$ cat src/rtl/cache_settings.svh
`ifndef CACHE_SETTINGS_SVH
`define CACHE_SETTINGS_SVH

// direct mapped L1D, 16 lines
`define LG_L1D_LINES 4
// direct mapped L1I, 32 lines
`define LG_L1I_LINES 5
// L2 covers the whole store address space
`define LG_L2_LINES 6
`define LG_FETCH_LINES 8

`define LG_LINE_BYTES 4
`define MEM_ADDR_WIDTH 32

`endif

$ cat src/rtl/cache_pkg.sv
package cache_pkg;

   typedef enum logic [2:0] {
      FLUSH_IDLE       = 3'd0,
      WAIT_FOR_L1D_L1I = 3'd1,
      GOT_L1D          = 3'd2,
      GOT_L1I          = 3'd3,
      FLUSH_L2         = 3'd4
   } flush_state_t;

   typedef enum logic [0:0] {
      WALK_IDLE = 1'b0,
      WALK_SCAN = 1'b1
   } walk_state_t;

   typedef enum logic [1:0] {
      L2_IDLE     = 2'd0,
      L2_SCAN     = 2'd1,
      L2_WAIT_RSP = 2'd2
   } l2_state_t;

endpackage

$ cat src/rtl/l1d_wb_if.sv
`timescale 1ns/100ps
`include "cache_settings.svh"

interface l1d_wb_if;

   logic                    flush_req;      // pulse
   logic                    flush_complete; // pulse
   logic                    wb_valid;       // pulse, never stalled
   logic [`LG_L2_LINES-1:0] wb_line;

   modport tracker
   (
      input  flush_req,
      output flush_complete,
      output wb_valid,
      output wb_line
   );

   modport l2 (input wb_valid, input wb_line);

   modport seq (input flush_req, input flush_complete);

endinterface

$ cat src/rtl/cache_flush_top.sv
`timescale 1ns/100ps
`include "cache_settings.svh"

module cache_flush_top
(
   input logic                        clk,
   input logic                        reset,
   input logic                        store_valid,
   input logic [`LG_L2_LINES-1:0]     store_line,
   input logic                        fetch_valid,
   input logic [`LG_FETCH_LINES-1:0]  fetch_line,
   input logic                        flush_req_l1d,
   input logic                        flush_req_l1i,
   input logic                        mem_rsp_valid,
   output logic                       fetch_hit_valid,
   output logic                       fetch_hit,
   output logic                       mem_req_valid,
   output logic [`MEM_ADDR_WIDTH-1:0] mem_req_addr,
   output logic                       in_flush_mode,
   output logic                       flush_done
);

   logic l1i_flush_complete;
   logic l2_flush_start;
   logic l2_flush_complete;

   l1d_wb_if l1d_bus();

   assign l1d_bus.flush_req = flush_req_l1d;

   l1d_dirty_tracker l1d
   (
      .clk(clk),
      .reset(reset),
      .store_valid(store_valid),
      .store_line(store_line),
      .wb(l1d_bus.tracker)
   );

   l1i_tag_store l1i
   (
      .clk(clk),
      .reset(reset),
      .fetch_valid(fetch_valid),
      .fetch_line(fetch_line),
      .fetch_hit_valid(fetch_hit_valid),
      .fetch_hit(fetch_hit),
      .flush_req(flush_req_l1i),
      .flush_complete(l1i_flush_complete)
   );

   l2_flush_engine l2
   (
      .clk(clk),
      .reset(reset),
      .wb(l1d_bus.l2),
      .flush_start(l2_flush_start),
      .flush_complete(l2_flush_complete),
      .mem_req_valid(mem_req_valid),
      .mem_req_addr(mem_req_addr),
      .mem_rsp_valid(mem_rsp_valid)
   );

   flush_sequencer seq
   (
      .clk(clk),
      .reset(reset),
      .l1d(l1d_bus.seq),
      .l1i_flush_req(flush_req_l1i),
      .l1i_flush_complete(l1i_flush_complete),
      .l2_flush_start(l2_flush_start),
      .l2_flush_complete(l2_flush_complete),
      .in_flush_mode(in_flush_mode),
      .flush_done(flush_done)
   );

endmodule

$ cat src/rtl/flush_sequencer.sv
`timescale 1ns/100ps

module flush_sequencer
(
   input logic   clk,
   input logic   reset,
   l1d_wb_if.seq l1d,
   input logic   l1i_flush_req,
   input logic   l1i_flush_complete,
   output logic  l2_flush_start,
   input logic   l2_flush_complete,
   output logic  in_flush_mode,
   output logic  flush_done
);

   cache_pkg::flush_state_t r_state, n_state;
   logic r_flush, n_flush;
   logic r_flush_l2, n_flush_l2;

   assign in_flush_mode = r_flush;
   assign l2_flush_start = r_flush_l2;

   // last cycle of flush mode
   assign flush_done = (r_state == cache_pkg::FLUSH_L2) && l2_flush_complete;

   always_ff @(posedge clk)
   begin
      if (reset)
      begin
         r_state <= cache_pkg::FLUSH_IDLE;
         r_flush <= 1'b0;
         r_flush_l2 <= 1'b0;
      end
      else
      begin
         r_state <= n_state;
         r_flush <= n_flush;
         r_flush_l2 <= n_flush_l2;
      end
   end

   always_comb
   begin
      n_state = r_state;
      n_flush = r_flush;
      n_flush_l2 = 1'b0;
      case (r_state)
         cache_pkg::FLUSH_IDLE:
         begin
            n_flush = l1d.flush_req || l1i_flush_req;
            if (l1d.flush_req && l1i_flush_req)
               n_state = cache_pkg::WAIT_FOR_L1D_L1I;
            else if (l1i_flush_req)
               n_state = cache_pkg::GOT_L1D; // L1D not requested
            else if (l1d.flush_req)
               n_state = cache_pkg::GOT_L1I;
         end
         cache_pkg::WAIT_FOR_L1D_L1I:
         begin
            if (l1d.flush_complete && l1i_flush_complete)
            begin
               n_state = cache_pkg::FLUSH_L2;
               n_flush_l2 = 1'b1;
            end
            else if (l1d.flush_complete)
               n_state = cache_pkg::GOT_L1D;
            else if (l1i_flush_complete)
               n_state = cache_pkg::GOT_L1I;
         end
         cache_pkg::GOT_L1D:
         begin
            if (l1i_flush_complete)
            begin
               n_state = cache_pkg::FLUSH_L2;
               n_flush_l2 = 1'b1;
            end
         end
         cache_pkg::GOT_L1I:
         begin
            if (l1d.flush_complete)
            begin
               n_state = cache_pkg::FLUSH_L2;
               n_flush_l2 = 1'b1;
            end
         end
         cache_pkg::FLUSH_L2:
         begin
            if (l2_flush_complete)
            begin
               n_state = cache_pkg::FLUSH_IDLE;
               n_flush = 1'b0;
            end
         end
         default:
         begin
            n_state = cache_pkg::FLUSH_IDLE;
         end
      endcase
   end

endmodule

$ cat src/rtl/l1d_dirty_tracker.sv
`timescale 1ns/100ps
`include "cache_settings.svh"

module l1d_dirty_tracker
(
   input logic                    clk,
   input logic                    reset,
   input logic                    store_valid,
   input logic [`LG_L2_LINES-1:0] store_line,
   l1d_wb_if.tracker              wb
);

   localparam L1D_LINES = 1 << `LG_L1D_LINES;
   localparam TAG_W = `LG_L2_LINES - `LG_L1D_LINES;

   cache_pkg::walk_state_t r_state;

   logic [`LG_L1D_LINES-1:0] r_ptr;
   logic [L1D_LINES-1:0]     r_valid;
   logic [L1D_LINES-1:0]     r_dirty;
   logic [TAG_W-1:0]         r_tag [L1D_LINES];

   logic                    r_wb_valid;
   logic [`LG_L2_LINES-1:0] r_wb_line;
   logic                    r_complete;

   logic [`LG_L1D_LINES-1:0] w_idx;
   logic [TAG_W-1:0]         w_tag;
   logic                     w_evict;
   logic                     w_store;

   assign w_idx = store_line[`LG_L1D_LINES-1:0];
   assign w_tag = store_line[`LG_L2_LINES-1:`LG_L1D_LINES];
   assign w_store = store_valid && (r_state == cache_pkg::WALK_IDLE);

   // dirty line with another tag gets displaced
   assign w_evict = r_valid[w_idx] && r_dirty[w_idx] && (r_tag[w_idx] != w_tag);

   assign wb.wb_valid = r_wb_valid;
   assign wb.wb_line = r_wb_line;
   assign wb.flush_complete = r_complete;

   always_ff @(posedge clk)
   begin
      if (reset)
      begin
         r_state <= cache_pkg::WALK_IDLE;
         r_ptr <= '0;
         r_valid <= '0;
         r_dirty <= '0;
         r_wb_valid <= 1'b0;
         r_complete <= 1'b0;
      end
      else
      begin
         r_wb_valid <= 1'b0;
         r_complete <= 1'b0;
         case (r_state)
            cache_pkg::WALK_IDLE:
            begin
               if (w_store)
               begin
                  r_valid[w_idx] <= 1'b1;
                  r_dirty[w_idx] <= 1'b1;
                  r_wb_valid <= w_evict;
               end
               if (wb.flush_req)
               begin
                  r_state <= cache_pkg::WALK_SCAN;
                  r_ptr <= '0;
               end
            end
            cache_pkg::WALK_SCAN:
            begin
               // one line per cycle, dirty ones go to L2
               r_wb_valid <= r_valid[r_ptr] && r_dirty[r_ptr];
               r_valid[r_ptr] <= 1'b0;
               r_dirty[r_ptr] <= 1'b0;
               r_ptr <= r_ptr + 1'b1;
               if (&r_ptr) // last line
               begin
                  r_state <= cache_pkg::WALK_IDLE;
                  r_complete <= 1'b1;
               end
            end
            default:
            begin
               r_state <= cache_pkg::WALK_IDLE;
            end
         endcase
      end
   end

   always_ff @(posedge clk)
   begin
      if (w_store)
      begin
         r_tag[w_idx] <= w_tag;
         r_wb_line <= {r_tag[w_idx], w_idx}; // old line
      end
      else if (r_state == cache_pkg::WALK_SCAN)
      begin
         r_wb_line <= {r_tag[r_ptr], r_ptr};
      end
   end

endmodule

$ cat src/rtl/l1i_tag_store.sv
`timescale 1ns/100ps
`include "cache_settings.svh"

module l1i_tag_store
(
   input logic                       clk,
   input logic                       reset,
   input logic                       fetch_valid,
   input logic [`LG_FETCH_LINES-1:0] fetch_line,
   output logic                      fetch_hit_valid,
   output logic                      fetch_hit,
   input logic                       flush_req,
   output logic                      flush_complete
);

   localparam L1I_LINES = 1 << `LG_L1I_LINES;
   localparam TAG_W = `LG_FETCH_LINES - `LG_L1I_LINES;

   cache_pkg::walk_state_t r_state;

   logic [`LG_L1I_LINES-1:0] r_ptr;
   logic [L1I_LINES-1:0]     r_valid;
   logic [TAG_W-1:0]         r_tag [L1I_LINES];
   logic                     r_hit_valid;
   logic                     r_hit;
   logic                     r_complete;

   logic [`LG_L1I_LINES-1:0] w_idx;
   logic [TAG_W-1:0]         w_tag;
   logic                     w_hit;
   logic                     w_fill;

   assign w_idx = fetch_line[`LG_L1I_LINES-1:0];
   assign w_tag = fetch_line[`LG_FETCH_LINES-1:`LG_L1I_LINES];
   assign w_hit = r_valid[w_idx] && (r_tag[w_idx] == w_tag);

   // miss fills the line at once, no fills during the scan
   assign w_fill = fetch_valid && !w_hit && (r_state == cache_pkg::WALK_IDLE);

   assign fetch_hit_valid = r_hit_valid;
   assign fetch_hit = r_hit;
   assign flush_complete = r_complete;

   always_ff @(posedge clk)
   begin
      if (reset)
      begin
         r_state <= cache_pkg::WALK_IDLE;
         r_ptr <= '0;
         r_valid <= '0;
         r_hit_valid <= 1'b0;
         r_complete <= 1'b0;
      end
      else
      begin
         r_hit_valid <= fetch_valid;
         r_complete <= 1'b0;
         if (w_fill)
            r_valid[w_idx] <= 1'b1;
         case (r_state)
            cache_pkg::WALK_IDLE:
            begin
               if (flush_req)
               begin
                  r_state <= cache_pkg::WALK_SCAN;
                  r_ptr <= '0;
               end
            end
            cache_pkg::WALK_SCAN:
            begin
               r_valid[r_ptr] <= 1'b0;
               r_ptr <= r_ptr + 1'b1;
               if (&r_ptr)
               begin
                  r_state <= cache_pkg::WALK_IDLE;
                  r_complete <= 1'b1;
               end
            end
            default:
            begin
               r_state <= cache_pkg::WALK_IDLE;
            end
         endcase
      end
   end

   always_ff @(posedge clk)
   begin
      if (fetch_valid)
         r_hit <= w_hit;
      if (w_fill)
         r_tag[w_idx] <= w_tag;
   end

endmodule

$ cat src/rtl/l2_flush_engine.sv
`timescale 1ns/100ps
`include "cache_settings.svh"

module l2_flush_engine
(
   input logic                        clk,
   input logic                        reset,
   l1d_wb_if.l2                       wb,
   input logic                        flush_start,
   output logic                       flush_complete,
   output logic                       mem_req_valid,
   output logic [`MEM_ADDR_WIDTH-1:0] mem_req_addr,
   input logic                        mem_rsp_valid
);

   localparam L2_LINES = 1 << `LG_L2_LINES;
   localparam ADDR_PAD = `MEM_ADDR_WIDTH - `LG_L2_LINES - `LG_LINE_BYTES;

   cache_pkg::l2_state_t r_state;

   logic [`LG_L2_LINES-1:0]    r_ptr;
   logic [L2_LINES-1:0]        r_dirty;
   logic                       r_req_valid;
   logic [`MEM_ADDR_WIDTH-1:0] r_req_addr;
   logic                       r_complete;

   logic w_issue;

   // dirty line found while walking
   assign w_issue = (r_state == cache_pkg::L2_SCAN) && r_dirty[r_ptr];

   assign mem_req_valid = r_req_valid;
   assign mem_req_addr = r_req_addr;
   assign flush_complete = r_complete;

   always_ff @(posedge clk)
   begin
      if (reset)
      begin
         r_state <= cache_pkg::L2_IDLE;
         r_ptr <= '0;
         r_dirty <= '0;
         r_req_valid <= 1'b0;
         r_complete <= 1'b0;
      end
      else
      begin
         r_req_valid <= 1'b0;
         r_complete <= 1'b0;
         case (r_state)
            cache_pkg::L2_IDLE:
            begin
               if (flush_start)
               begin
                  r_state <= cache_pkg::L2_SCAN;
                  r_ptr <= '0;
               end
            end
            cache_pkg::L2_SCAN:
            begin
               if (w_issue)
               begin
                  r_dirty[r_ptr] <= 1'b0;
                  r_req_valid <= 1'b1;
                  r_state <= cache_pkg::L2_WAIT_RSP;
               end
               else if (&r_ptr)
               begin
                  r_state <= cache_pkg::L2_IDLE;
                  r_complete <= 1'b1;
               end
               else
                  r_ptr <= r_ptr + 1'b1;
            end
            cache_pkg::L2_WAIT_RSP:
            begin
               if (mem_rsp_valid && (&r_ptr))
               begin
                  r_state <= cache_pkg::L2_IDLE;
                  r_complete <= 1'b1;
               end
               else if (mem_rsp_valid)
               begin
                  r_state <= cache_pkg::L2_SCAN;
                  r_ptr <= r_ptr + 1'b1;
               end
            end
            default:
            begin
               r_state <= cache_pkg::L2_IDLE;
            end
         endcase
         if (wb.wb_valid)
            r_dirty[wb.wb_line] <= 1'b1; // wins over the walk clear
      end
   end

   always_ff @(posedge clk)
   begin
      if (w_issue)
         r_req_addr <= {{ADDR_PAD{1'b0}}, r_ptr, {`LG_LINE_BYTES{1'b0}}};
   end

endmodule

$ cat config.mk
export PLATFORM = sky130hd
export DESIGN_NAME = cache_flush_top
export DESIGN_NICKNAME = d
export VERILOG_FILES = /design/src/rtl/cache_pkg.sv /design/src/rtl/l1d_wb_if.sv /design/src/rtl/cache_flush_top.sv /design/src/rtl/flush_sequencer.sv /design/src/rtl/l1d_dirty_tracker.sv /design/src/rtl/l1i_tag_store.sv /design/src/rtl/l2_flush_engine.sv
export VERILOG_INCLUDE_DIRS = /design/src /design/src/rtl
export SDC_FILE = /design/constraint.sdc
export NUM_CORES = 1
export LEC_CHECK = 0
export BUFFER_PORTS_ARGS = -buffer_cell sky130_fd_sc_hd__buf_2
export CAP_MARGIN = 20
export CORE_ASPECT_RATIO = 1.1
export CORE_MARGIN = 5
export CORE_UTILIZATION = 45
export DETAILED_ROUTE_END_ITERATION = 8
export GPL_ROUTABILITY_DRIVEN = 0
export GPL_TIMING_DRIVEN = 0
export PLACE_DENSITY = 0.69
export SKIP_CTS_REPAIR_TIMING = 1
export SYNTH_ARGS = -nofsm -noshare
export SYNTH_HDL_FRONTEND = slang
export SYNTH_SLANG_ARGS = --single-unit
$ cat constraint.sdc
create_clock -name clk -period 5.4 [get_ports clk]
set_clock_uncertainty 0.15 [all_clocks]
set_input_delay 0 -clock clk [delete_from_list [all_inputs] [get_ports clk]]
set_output_delay 0 -clock clk [all_outputs]
set_load 0.005 [all_outputs]
==> results.toml <==
[setup_path]
cp_data_arrival_time_ns = 3.68
rr_worst_depth = 10
cp.required_ns = 5.71
reg2reg_slack_ns = 2.03
cp-startpoint = "l2.r_ptr[2]"
critPathLaunchType = "register"
crit_fanout = 10
cp-end-kind = "register"
critPathKind = "reg2reg"
rr_startpoint = "l2.r_ptr[2]"

[floorplan]
die_area_um2 = 35700
boundaryPins = 58
core_area_um2 = 31500
initial_utilization_pct = 45.8
dieHeight_um = 198
die_w_um = 181
fp-row-count = 68

[sta]
clock.fmax_mhz = 296
tns_ns = 0
holdWs_ns = -0.00888
fin_crit_ns = 3.37
timing.final.crit_share_pct = 62.5
hold_viol_final = 1
tightestPinTransition_ns = 1.09
setup_viol = 0
slew_viol_final = 0
rsz0062_at_grt = "no"
maxSlewHeadroom_pct = 26.7

[route]
vias = 11400
drc = 0
wl_per_cell_um = 20.3
dr.pass1.iters = 7
wirelength_mm = 39.1
first_iter_violations = 1081
antenna_left = 0
vias_per_cell = 5.94

[global_route]
gr-usage-met1_pct = 26.3
gr-usage-met3_pct = 2.88
grt_overflow = 0
grtUsageMet2_pct = 36.4
grtUsageTotal_pct = 20.9
grt_max_degree = 34
grt.busiest_layer = "met2"
grt_pass1_wl_mm = 60.4
antenna_found_initial = 0
grt_pass1_vias = 11000

[cells_and_area]
antenna_cells = 0
drive_gt1_share_pct = 13.3
fin_nets = 1518
areaGrowthSynthToFinish_pct = 13.8

[synthesis]
syn_inst = 1380
synth_edf_count = 141
synth.area.top_cells = "edfxtp_1, dfxtp_1, mux4_2, mux2i_1, nand2_1"
synth.distinct_cells = 74
ys_seq_area_share_pct = 51.9
yosys_warnings = 0
yosysTopAreaCell = "edfxtp_1"
synth_top_area_share_pct = 29.4
async_reset_ff_share_pct = 0
avgSynthCellArea_um2 = 10.4
ys_seq_elements = 303
ys.flop_type = "dfxtp_1"
netlist_area_um2 = 14400

[pwr]
peakVddDrop_v = 0.000223
p_total_w = 0.00503
p_leak_nw = 5.86
power_density_nw_per_um2 = 307

[clock_network]
cts.htree.levels = 1
clock_sinks = 303
clkTransAtPathRegs_ns = 0.06
cts.path.max_buffers = 3
tritoncts = "built"
insertion_delay_ns = 0.57
cts_buffers = 31
cts_root_buf = "clkbuf_16"

[flow_run]
maxCapViolCount = 0

[hold_path]
hold_path.class = "in2reg"
holdCritStartpoint = "fetch_line[1]"
hold_depth = 4

[status]
violations = "negative hold slack"
outcome = "finished with violations"

[place]
hpwlAfterDp_mm = 27.2
numPortBuffers = 27
-- cells in the mapped netlist, drive strengths merged, types with 6 or more instances --
master,count
and3,11
nand4b,6
o22ai,24
nor3,27
a211oi,6
nand2,131
ha,15
clkbuf,61
a32o,48
a21oi,82
o21ai,84
nor2,104
inv,33
xnor2,6
dfxtp,162
nand2b,14
buf,63
edfxtp,141
mux2,9
mux4,32
nor3b,17
nand3,97
o2bb2ai,6
a31oi,14
mux2i,63
nor4,8
o21a,9
nor2b,14
a22o,10
-- kinds of logic after synthesis --
| family | after synthesis | synth area share (%) |
|---|---|---|
| AND/OR/NAND/NOR | 471 | 16.2 |
| adder cells (fa/ha/maj) | 15 | 1.30 |
| buffers and inverters | 157 | 5.15 |
| AO/OA/AOI/OAI | 322 | 15.0 |
| XOR/XNOR | 7 | 0.425 |
| multiplexers | 104 | 10.1 |
| flip-flops | 303 | 51.9 |
| other | 1 | 0.0260 |
-- per-stage QoR --
step / std cells / area, um2 / hold slack, ns / util [%] / worst slack, ns
2_1_floorplan: 1405 / 14500 / -0.0511 / - / 2.82
3_3_place_gp: 1852 / 15200 / 0.157 / 48.2 / 2.17
3_5_place_dp: 1854 / 15200 / 0.160 / 48.2 / 2.19
4_1_cts: 1912 / 16300 / -0.436 / 51.7 / 2.17
5_1_grt: 1927 / 16400 / 0.0527 / 52.1 / 1.93
6_report: 1927 / 16400 / -0.00888 / 52.1 / 2.03
-- worst paths after layout --
path                        end
max                 l2.r_ptr[0]
min             l1i.r_valid[15]
max reg2reg         l2.r_ptr[0]
min reg2reg  l2.mem_req_addr[8]
-- worst max-delay path, cell delays in order, from the launching register on --
cell and delay (ns):
dfxtp_1 0.51, buf_4 0.28, buf_2 0.32, mux2i_1 0.25
o22ai_1 0.10, o21bai_1 0.19, a211oi_1 0.51, a31oi_2 0.18
buf_4 0.20, or4b_1 0.50, o31ai_1 0.08
-- flip-flops by register name, summed over array words and instances, names as in the netlist, 2 cells and up, named ones only --
| register | flops |
|---|---|
| l2.r_dirty | 64 |
| l1i.r_tag | 96 |
| l2.mem_req_addr | 6 |
| l1d.wb.wb_line | 6 |
| l2.r_ptr | 6 |
| l1d.r_ptr | 4 |
| l1i.r_ptr | 5 |
| l1d.r_tag | 32 |
| seq.r_state | 3 |
| l1d.r_dirty | 16 |
| l1d.r_valid | 16 |
| l2.r_state | 2 |
| l1i.r_valid | 32 |
-- area by class of cell --
type	count	area (um2)
Clock inverter	25	290
Clock buffer	33	783
Inverter	33	124
Tap cell	420	526
Sequential cell	303	7480
Multi-Input combinational cell	945	6290
Buffer	124	618
Fill cell	2809	15100
Timing Repair Buffer	44	290
-- placed cells by master, fill, tap and decap left out, types with 25 or more instances in the layout --
| cell type | n |
|---|---|
| a21oi_1 | 82 |
| a32o_1 | 48 |
| buf_2 | 52 |
| buf_4 | 34 |
| clkbuf_1 | 61 |
| clkbuf_16 | 31 |
| conb_1 | 26 |
| dfxtp_1 | 162 |
| edfxtp_1 | 141 |
| inv_1 | 31 |
| mux2i_1 | 63 |
| mux4_2 | 32 |
| nand2_1 | 131 |
| nand3_1 | 97 |
| nor2_1 | 104 |
| nor3_1 | 25 |
| o21ai_0 | 84 |
-- per-layer routing --
metal  up-vias  routed length [um]
met5         -                   0
met3       110                2620
met2       501               19300
met1      5528               15600
li1       5310                   -
met4         0                1520
-- power breakdown --
| part | internal, W | switching, W |
|---|---|---|
| sequential | 0.00242 | 0.0000190 |
| combinational | 0.000116 | 0.000215 |
| clock | 0.00134 | 0.000917 |
| total | 0.00388 | 0.00115 |
No activity file was read; power rests on OpenSTA's default activity.
